--- src/cpu_pkg.sv ---
package cpu_pkg;

  localparam int DATA_W = 8;
  localparam int ADDR_W = 16;

  typedef logic [DATA_W-1:0] data_t;
  typedef logic [ADDR_W-1:0] addr_t;

  // Opcode in [7:4], destination in [3:2], source in [1:0]
  typedef logic [7:0] instr_t;
  typedef logic [1:0] reg_idx_t;

  // Negative in bit 1, carry in bit 0
  typedef logic [1:0] flags_t;

  localparam int FLAG_C = 0;
  localparam int FLAG_N = 1;

  localparam reg_idx_t REG_A = 2'd0;
  localparam reg_idx_t REG_B = 2'd1;
  localparam reg_idx_t REG_C = 2'd2;
  localparam reg_idx_t REG_D = 2'd3;

  localparam addr_t RESET_PC = 16'h0000;

  // Codes 12 to 14 are unassigned and execute as NOP
  typedef enum logic [3:0] {
    OP_NOP = 4'd0,
    OP_LDI = 4'd1,
    OP_MOV = 4'd2,
    OP_ADD = 4'd3,
    OP_ADC = 4'd4,
    OP_SUB = 4'd5,
    OP_AND = 4'd6,
    OP_OR  = 4'd7,
    OP_XOR = 4'd8,
    OP_JMP = 4'd9,
    OP_JC  = 4'd10,
    OP_JN  = 4'd11,
    OP_HLT = 4'd15
  } opcode_e;

  typedef enum logic [2:0] {
    ALU_ADD,
    ALU_ADC,
    ALU_SUB,
    ALU_AND,
    ALU_OR,
    ALU_XOR,
    ALU_PASS
  } alu_op_e;

  // Total bytes of an instruction, opcode byte included
  function automatic logic [1:0] instr_len(input instr_t instr);
    case (opcode_e'(instr[7:4]))
      OP_LDI: return 2'd2;
      OP_JMP, OP_JC, OP_JN: return 2'd3;
      default: return 2'd1;
    endcase
  endfunction

endpackage

--- src/fetch_if.sv ---
`timescale 1ns/1ps

interface fetch_if;
  import cpu_pkg::*;

  // Forward path, one assembled instruction
  logic   valid;
  instr_t instr;
  addr_t  operand;
  addr_t  next_pc;

  // Backward path from the execute side
  logic   ready;
  logic   redirect;
  addr_t  redirect_pc;

  modport fetch (output valid, instr, operand, next_pc, input ready, redirect, redirect_pc);
  modport exec (input valid, instr, operand, next_pc, output ready, redirect, redirect_pc);

endinterface

--- src/reg_if.sv ---
`timescale 1ns/1ps

interface reg_if;
  import cpu_pkg::*;

  reg_idx_t dst_idx;
  reg_idx_t src_idx;
  logic     wr_en;
  data_t    wr_data;
  logic     flags_wr_en;
  flags_t   flags_wr_data;

  // Combinational read data
  data_t    dst_data;
  data_t    src_data;
  flags_t   flags;

  modport exec (
    output dst_idx, src_idx, wr_en, wr_data, flags_wr_en, flags_wr_data,
    input  dst_data, src_data, flags
  );
  modport regs (
    input  dst_idx, src_idx, wr_en, wr_data, flags_wr_en, flags_wr_data,
    output dst_data, src_data, flags
  );

endinterface

--- src/alu.sv ---
`timescale 1ns/1ps

module alu (
  input  cpu_pkg::alu_op_e op,
  input  cpu_pkg::data_t   lhs,
  input  cpu_pkg::data_t   rhs,
  input  logic             carry_in,
  output cpu_pkg::data_t   result,
  output cpu_pkg::flags_t  flags_out
);
  import cpu_pkg::*;

  // Bit 8 carries the carry-out
  logic [8:0] sum;

  always_comb begin
    case (op)
      ALU_ADD:  sum = {1'b0, lhs} + {1'b0, rhs};
      ALU_ADC:  sum = {1'b0, lhs} + {1'b0, rhs} + {8'd0, carry_in};
      // Carry set means no borrow, lhs >= rhs
      ALU_SUB:  sum = {1'b0, lhs} + {1'b0, ~rhs} + 9'd1;
      ALU_AND:  sum = {1'b0, lhs & rhs};
      ALU_OR:   sum = {1'b0, lhs | rhs};
      ALU_XOR:  sum = {1'b0, lhs ^ rhs};
      ALU_PASS: sum = {1'b0, rhs};
      default:  sum = '0;
    endcase
  end

  assign result = sum[7:0];

  always_comb begin
    flags_out         = '0;
    flags_out[FLAG_C] = sum[8];
    flags_out[FLAG_N] = sum[7];
  end

endmodule

--- src/reg_file.sv ---
`timescale 1ns/1ps

module reg_file (
  input  logic            clk,
  input  logic            rst_n,
  reg_if.regs             regs,
  output cpu_pkg::data_t  reg_a,
  output cpu_pkg::data_t  reg_b,
  output cpu_pkg::data_t  reg_c,
  output cpu_pkg::data_t  reg_d,
  output cpu_pkg::flags_t flags
);
  import cpu_pkg::*;

  data_t  gpr [4];
  flags_t flags_q;

  always_ff @(posedge clk or negedge rst_n) begin
    if (!rst_n) begin
      gpr     <= '{default: '0};
      flags_q <= '0;
    end else begin
      if (regs.wr_en) begin
        gpr[regs.dst_idx] <= regs.wr_data;
      end
      if (regs.flags_wr_en) begin
        flags_q <= regs.flags_wr_data;
      end
    end
  end

  // Two read ports for the ALU operands
  assign regs.dst_data = gpr[regs.dst_idx];
  assign regs.src_data = gpr[regs.src_idx];
  assign regs.flags    = flags_q;

  assign reg_a = gpr[REG_A];
  assign reg_b = gpr[REG_B];
  assign reg_c = gpr[REG_C];
  assign reg_d = gpr[REG_D];
  assign flags = flags_q;

endmodule

--- src/fetch_unit.sv ---
`timescale 1ns/1ps

module fetch_unit (
  input  logic           clk,
  input  logic           rst_n,
  output logic           mem_req,
  output cpu_pkg::addr_t mem_addr,
  input  cpu_pkg::data_t mem_data,
  input  logic           mem_ack,
  fetch_if.fetch         fetch
);
  import cpu_pkg::*;

  typedef enum logic [1:0] {
    ST_IDLE,
    ST_REQ,
    ST_WAIT_ACK_LOW,
    ST_HOLD
  } fetch_state_e;

  fetch_state_e state;
  addr_t        fetch_addr;
  logic [1:0]   byte_cnt;
  instr_t       instr_r;
  addr_t        operand_r;
  logic         capture;

  // Every acknowledged byte belongs to the instruction being assembled
  assign capture = (state == ST_REQ) && mem_ack;

  always_ff @(posedge clk or negedge rst_n) begin
    if (!rst_n) begin
      state      <= ST_IDLE;
      fetch_addr <= RESET_PC;
      byte_cnt   <= '0;
    end else begin
      case (state)
        ST_IDLE: begin
          if (!mem_ack) begin
            state <= ST_REQ;
          end
        end
        ST_REQ: begin
          if (mem_ack) begin
            state      <= ST_WAIT_ACK_LOW;
            fetch_addr <= fetch_addr + 16'd1;
            byte_cnt   <= byte_cnt + 2'd1;
          end
        end
        ST_WAIT_ACK_LOW: begin
          if (!mem_ack) begin
            state <= (byte_cnt == instr_len(instr_r)) ? ST_HOLD : ST_REQ;
          end
        end
        ST_HOLD: begin
          // Next instruction starts right after the transfer
          if (fetch.ready) begin
            state    <= ST_REQ;
            byte_cnt <= '0;
          end
        end
        default: state <= ST_IDLE;
      endcase

      // A redirect only comes with a transfer out of hold, no byte is in flight
      if (fetch.redirect) begin
        fetch_addr <= fetch.redirect_pc;
      end
    end
  end

  always_ff @(posedge clk) begin
    if (capture) begin
      case (byte_cnt)
        2'd0:    instr_r <= mem_data;
        2'd1:    operand_r[7:0] <= mem_data;
        default: operand_r[15:8] <= mem_data;
      endcase
    end
  end

  assign mem_req       = (state == ST_REQ);
  assign mem_addr      = fetch_addr;
  assign fetch.valid   = (state == ST_HOLD);
  assign fetch.instr   = instr_r;
  assign fetch.operand = operand_r;
  assign fetch.next_pc = fetch_addr;

endmodule

--- src/exec_unit.sv ---
`timescale 1ns/1ps

module exec_unit (
  input  logic             clk,
  input  logic             rst_n,
  fetch_if.exec            fetch,
  reg_if.exec              regs,
  output cpu_pkg::alu_op_e alu_op,
  output cpu_pkg::data_t   alu_lhs,
  output cpu_pkg::data_t   alu_rhs,
  output logic             alu_carry_in,
  input  cpu_pkg::data_t   alu_result,
  input  cpu_pkg::flags_t  alu_flags,
  output cpu_pkg::addr_t   pc,
  output logic             halt
);
  import cpu_pkg::*;

  opcode_e opcode;
  logic    fire;
  logic    taken;

  assign opcode = opcode_e'(fetch.instr[7:4]);
  assign fire   = fetch.valid && fetch.ready;

  assign regs.dst_idx       = fetch.instr[3:2];
  assign regs.src_idx       = fetch.instr[1:0];
  assign regs.flags_wr_data = alu_flags;
  assign alu_lhs            = regs.dst_data;
  assign alu_rhs            = regs.src_data;
  assign alu_carry_in       = regs.flags[FLAG_C];

  always_comb begin
    regs.wr_en       = 1'b0;
    regs.flags_wr_en = 1'b0;
    regs.wr_data     = alu_result;
    alu_op           = ALU_PASS;
    taken            = 1'b0;
    case (opcode)
      OP_LDI: begin
        regs.wr_en   = fire;
        regs.wr_data = fetch.operand[7:0];
      end
      // MOV goes through the ALU as PASS
      OP_MOV: regs.wr_en = fire;
      OP_ADD, OP_ADC, OP_SUB, OP_AND, OP_OR, OP_XOR: begin
        regs.wr_en       = fire;
        regs.flags_wr_en = fire;
        case (opcode)
          OP_ADD:  alu_op = ALU_ADD;
          OP_ADC:  alu_op = ALU_ADC;
          OP_SUB:  alu_op = ALU_SUB;
          OP_AND:  alu_op = ALU_AND;
          OP_OR:   alu_op = ALU_OR;
          default: alu_op = ALU_XOR;
        endcase
      end
      OP_JMP: taken = 1'b1;
      OP_JC:  taken = regs.flags[FLAG_C];
      OP_JN:  taken = regs.flags[FLAG_N];
      default: ;
    endcase
  end

  // Redirect lands on the same edge as the jump itself
  assign fetch.redirect    = fire && taken;
  assign fetch.redirect_pc = fetch.operand;
  assign fetch.ready       = !halt;

  always_ff @(posedge clk or negedge rst_n) begin
    if (!rst_n) begin
      pc   <= RESET_PC;
      halt <= 1'b0;
    end else if (fire) begin
      pc <= taken ? fetch.operand : fetch.next_pc;
      if (opcode == OP_HLT) begin
        halt <= 1'b1;
      end
    end
  end

endmodule

--- src/cpu_top.sv ---
`timescale 1ns/1ps

module cpu_top (
  input  logic            clk,
  input  logic            rst_n,
  output logic            mem_req,
  output cpu_pkg::addr_t  mem_addr,
  input  cpu_pkg::data_t  mem_data,
  input  logic            mem_ack,
  output cpu_pkg::data_t  reg_a,
  output cpu_pkg::data_t  reg_b,
  output cpu_pkg::data_t  reg_c,
  output cpu_pkg::data_t  reg_d,
  output cpu_pkg::flags_t flags,
  output cpu_pkg::addr_t  pc,
  output logic            halt
);
  import cpu_pkg::*;

  alu_op_e alu_op;
  data_t   alu_lhs;
  data_t   alu_rhs;
  logic    alu_carry_in;
  data_t   alu_result;
  flags_t  alu_flags;

  fetch_if u_fetch_if ();
  reg_if   u_reg_if ();

  fetch_unit u_fetch_unit (
    .clk      (clk),
    .rst_n    (rst_n),
    .mem_req  (mem_req),
    .mem_addr (mem_addr),
    .mem_data (mem_data),
    .mem_ack  (mem_ack),
    .fetch    (u_fetch_if.fetch)
  );

  exec_unit u_exec_unit (
    .clk          (clk),
    .rst_n        (rst_n),
    .fetch        (u_fetch_if.exec),
    .regs         (u_reg_if.exec),
    .alu_op       (alu_op),
    .alu_lhs      (alu_lhs),
    .alu_rhs      (alu_rhs),
    .alu_carry_in (alu_carry_in),
    .alu_result   (alu_result),
    .alu_flags    (alu_flags),
    .pc           (pc),
    .halt         (halt)
  );

  alu u_alu (
    .op        (alu_op),
    .lhs       (alu_lhs),
    .rhs       (alu_rhs),
    .carry_in  (alu_carry_in),
    .result    (alu_result),
    .flags_out (alu_flags)
  );

  reg_file u_reg_file (
    .clk   (clk),
    .rst_n (rst_n),
    .regs  (u_reg_if.regs),
    .reg_a (reg_a),
    .reg_b (reg_b),
    .reg_c (reg_c),
    .reg_d (reg_d),
    .flags (flags)
  );

endmodule

--- config.mk ---
export PLATFORM = sky130hd
export DESIGN_NAME = cpu_top
export DESIGN_NICKNAME = d
export VERILOG_FILES = /design/src/cpu_pkg.sv /design/src/fetch_if.sv /design/src/reg_if.sv /design/src/alu.sv /design/src/reg_file.sv /design/src/fetch_unit.sv /design/src/exec_unit.sv /design/src/cpu_top.sv
export SDC_FILE = /design/constraint.sdc
export NUM_CORES = 1
export LEC_CHECK = 0
export ABC_AREA = 1
export CAP_MARGIN = 10
export CORE_ASPECT_RATIO = 0.8
export CORE_MARGIN = 10
export CORE_UTILIZATION = 61
export CTS_CLUSTER_DIAMETER = 120
export CTS_CLUSTER_SIZE = 40
export DETAILED_ROUTE_END_ITERATION = 12
export DONT_BUFFER_PORTS = 1
export GPL_TIMING_DRIVEN = 0
export PLACE_DENSITY = 0.79
export SLEW_MARGIN = 40
export SYNTH_ARGS = -nofsm -noshare
export SYNTH_HDL_FRONTEND = slang
export SYNTH_SLANG_ARGS = --single-unit
--- constraint.sdc ---
create_clock -name clk -period 4.6 [get_ports clk]
set_clock_uncertainty 0.1 [all_clocks]
set_input_delay 0.69 -clock clk [delete_from_list [all_inputs] [get_ports clk]]
set_output_delay 0.69 -clock clk [all_outputs]
set_load 0.05 [all_outputs]
==> flow_metrics.py <==
metrics = {
    "placed_design": {
        "dpl_cell_area_um2": 6460,
        "post-place-cells": 926,
        "placed_wire_length_estimate_after_detailed_placement_mm": 14.5,
        "placement.setup.worst_slack_ns": 1.08,
        "gpl.final_weighted_congestion": 0.985,
        "port-buffer-count": 0,
    },
    "layout": {
        "layout.cells.most_common_list": "nand2_1, inv_1, nand3_1, dfrtp_1, nor2_1",
        "final_core_occ_pct": 67.1,
        "post_route_cells_drive_above_1_share_pct": 11.8,
        "register_area_um2": 2500,
        "area_delta_synth_final_pct": 8.49,
        "area_of_combinational_cells_with_multiple_inputs_um2": 3230,
        "layout.filler_cells": 890,
        "nets": 845,
        "fin_area_um2": 6810,
        "final_cells": 943,
        "most_common_cell_after_layout_fill_and_taps_aside": "nand2_1",
        "diodes": 0,
    },
    "clocking": {
        "cts.sink_count": 95,
        "tritoncts": "done",
        "cts_root_buf": "clkbuf_16",
        "clock_insertion_delay_worst_skew_ns": 0.35,
        "cts.reportedPaths.clkPinSlew_ns": 0.08,
        "clockBufferDepth": 2,
        "cts-buffers-inserted": 9,
        "clock_tree.htree_level_count": 3,
    },
    "detailed_routing": {
        "vias_per_cell": 6.13,
        "final_wirelength_mm": 19.0,
        "post-route-drc-count": 0,
        "drt.antenna.violating_nets": 0,
        "num_vias": 5777,
        "wl_per_cell_um": 20.1,
        "first_iter_violations": 725,
        "iteration_count_of_the_initial_detailed_routing_pass": 6,
    },
    "worst_setup_path": {
        "critical_path.slowest_cell": "nor2_1",
        "critical_path.max_fanout": 9,
        "worstPathRequired_ns": 4.74,
        "worst_path_dominant_cell_family": "simple AND/OR/NAND/NOR gates",
        "crit_buf_inv": 2,
        "critical_path_arrival_ns": 3.84,
        "criticalPathCategory": "flip-flop to flip-flop",
        "cp_cell_sequence": "nor2_1 -> a22o_1 -> a21oi_1 -> o21a_1 -> inv_1 -> ha_1 -> fa_1 -> inv_1 -> nand2_2 -> nand2_2 -> nor2_1 -> nand2_1 -> nor2_1 -> nand3_1 -> nand3_1 -> nand3_2 -> nand3_1 -> nand2_1",
        "timing.critical_path.slowest_cell_delay_ns": 0.63,
        "endpoint_kind": "flip-flop",
        "crit_path_start_kind": "flip-flop",
    },
    "pwr": {
        "vdd_drop_max_mv": 0.508,
        "overall_power_after_layout_mw": 5.47,
        "power_per_cell_area_nw_per_um2": 803,
        "standby_leakage_power_nw": 3.25,
    },
    "synthesis": {
        "count_of_unique_library_cells_instantiated_by_yosys": 53,
        "sequential_fraction_of_the_synthesis_area_pct": 39.8,
        "ys_seq_elements": 95,
        "mapped_nets": 833,
        "post_synthesis_cell_count": 786,
        "synth-warning-count": 0,
        "synth-main-ff-cell": "dfrtp_1",
        "synth_enable_flop_cells": 24,
        "synth-async-reset-ratio_pct": 74.7,
        "synth_area_per_cell_um2": 7.99,
        "synthesis.area_um2": 6280,
    },
    "timing": {
        "timing.max_slew.rel_slack_pct": 47.6,
        "timing.final.max_slew_violations": 0,
        "finalSetupViolations": 0,
        "final.period_utilization_pct": 80.3,
        "setup_total_negative_slack_ns": 0,
        "final.hold.worst_slack_ns": 0.106,
        "timing.fmax_mhz": 271,
        "period_minus_slack_ns": 3.70,
        "tightest_slew_ns": 0.783,
        "hold_violations": 0,
        "setup_repair_after_global_routing_missed_its_margin": "false",
        "setup_ws_final_ns": 0.905,
    },
    "job": {
        "cap_violations": 0,
    },
    "floorplanning": {
        "die-height_um": 111,
        "start_util_pct": 61.8,
        "floorplan.die.width_um": 133,
        "core_um2": 10200,
        "std_cell_rows": 33,
        "design.portCount": 79,
        "die-area_um2": 14800,
    },
    "grt": {
        "grt_pass1_wl_mm": 30.3,
        "first_global_vias": 5393,
        "combined_global_route_utilization_of_all_metal_layers_pct": 25.4,
        "grt_overflow_total": 0,
        "grt_max_degree": 72,
        "antenna_found_initial": 0,
    },
    "run_status": {
        "status": "finished clean",
    },
    "hold_path": {
        "hold_path.class": "primary input to async pin",
    },
}
## layout make-up
type / instances / area share, %
buffer: 22 / 2.48
clock buffer: 9 / 3.31
clock inverter: 7 / 1.47
inverter: 100 / 5.64
multi-input combinational: 569 / 47.5
sequential: 95 / 36.7
tap: 140 / 2.57
timing repair buffer: 1 / 0.404
## per-layer routing
layer / up-vias / track usage, % / share of wire, %
li1: 2668 / - / -
met5: - / 0 / 0
met1: 2756 / 36.3 / 42
met2: 322 / 37.2 / 44
met3: 31 / 6.20 / 12
met4: 0 / 6.95 / 1.9
## registers in the layout, summed over array words and instances (netlist names)
name,flops
u_fetch_unit.byte_cnt,2
u_fetch_unit.fetch.operand,16
u_fetch_unit.fetch.next_pc,16
u_fetch_unit.state,2
u_reg_file.flags,2
u_reg_file.reg_c,8
u_reg_file.reg_a,8
u_exec_unit.pc,16
u_exec_unit.halt,1
u_reg_file.reg_b,8
u_reg_file.reg_d,8
u_fetch_unit.fetch.instr,8
## repair_timing
item / 4_1_cts / 5_1_grt
gates resized for setup: 0 / 0
setup endpoints to repair: 0 / 0
hold endpoints to repair: 71 / 0
setup buffers: 0 / 0
hold buffers: 1 / 0
## logic make-up (layout without fill, tap and decap cells)
family,after synthesis,in the layout,share of synthesized area (%)
and+or+nand+nor,386,386,28.3
AOI/OAI and AO/OA,138,138,14.4
DFF,95,95,39.8
buffers and inverters,122,139,8.81
adders and majority gates,36,36,7.41
xor gates and xnor gates,9,9,1.26
## worst paths after layout
| path | start | end | slack (ns) | depth (start not counted) |
|---|---|---|---|---|
| worst min-delay path | rst_n | u_fetch_unit.fetch.next_pc[3] | 0.11 | 1 |
| worst max register to register | u_fetch_unit.fetch.instr[3] | u_reg_file.reg_d[6] | 0.90 | 18 |
| worst max-delay path | u_fetch_unit.fetch.instr[3] | u_reg_file.reg_d[6] | 0.90 | 18 |
| worst min register to register | u_fetch_unit.fetch.operand[14] | u_exec_unit.pc[14] | 0.38 | 2 |
| min in group clk | mem_data[5] | u_fetch_unit.fetch.operand[13] | 0.33 | 0 |
| max in group asynchronous | rst_n | u_reg_file.reg_d[2] | 3.95 | 1 |
## where the power goes
| group | switching [mW] | internal [mW] |
|---|---|---|
| Clock | 0.366 | 0.440 |
| Sequential | 1.25 | 1.15 |
| Combinational | 1.50 | 0.765 |
| Total | 3.11 | 2.36 |
## synth_stat cells (3+ instances only)
master    instances  area (um^2)
o21ai_1          11         55.1
buf_6             8         90.1
and2_1            5         31.3
dfrtp_1          71         1780
nor2_2            6         37.5
nand3_1          71          355
o22ai_1           7         43.8
nand3_2           5         50.1
inv_1            81          304
nand4_1           8         50.1
a22oi_1          12         90.1
nor3_1            7         35.0
o21ai_2           6         52.6
inv_4             3         18.8
edfxtp_1         24          721
a31oi_1           9         56.3
nor2_4            5         56.3
o21ai_0          16         80.1
o211ai_1         16          120
or2_1             5         31.3
buf_2             5         25.0
a32oi_1           4         35.0
o221ai_1          4         35.0
clkbuf_1          3         11.3
nand2_2           6         37.5
o31ai_1           4         30.0
nand2_1         209          785
a221oi_1          5         43.8
nor2_1           49          184
xor2_1            7         61.3
a21oi_1          33          165
inv_2            15         56.3
ha_1             34          425
buf_4             5         37.5
(Power assumes the default switching activity.)
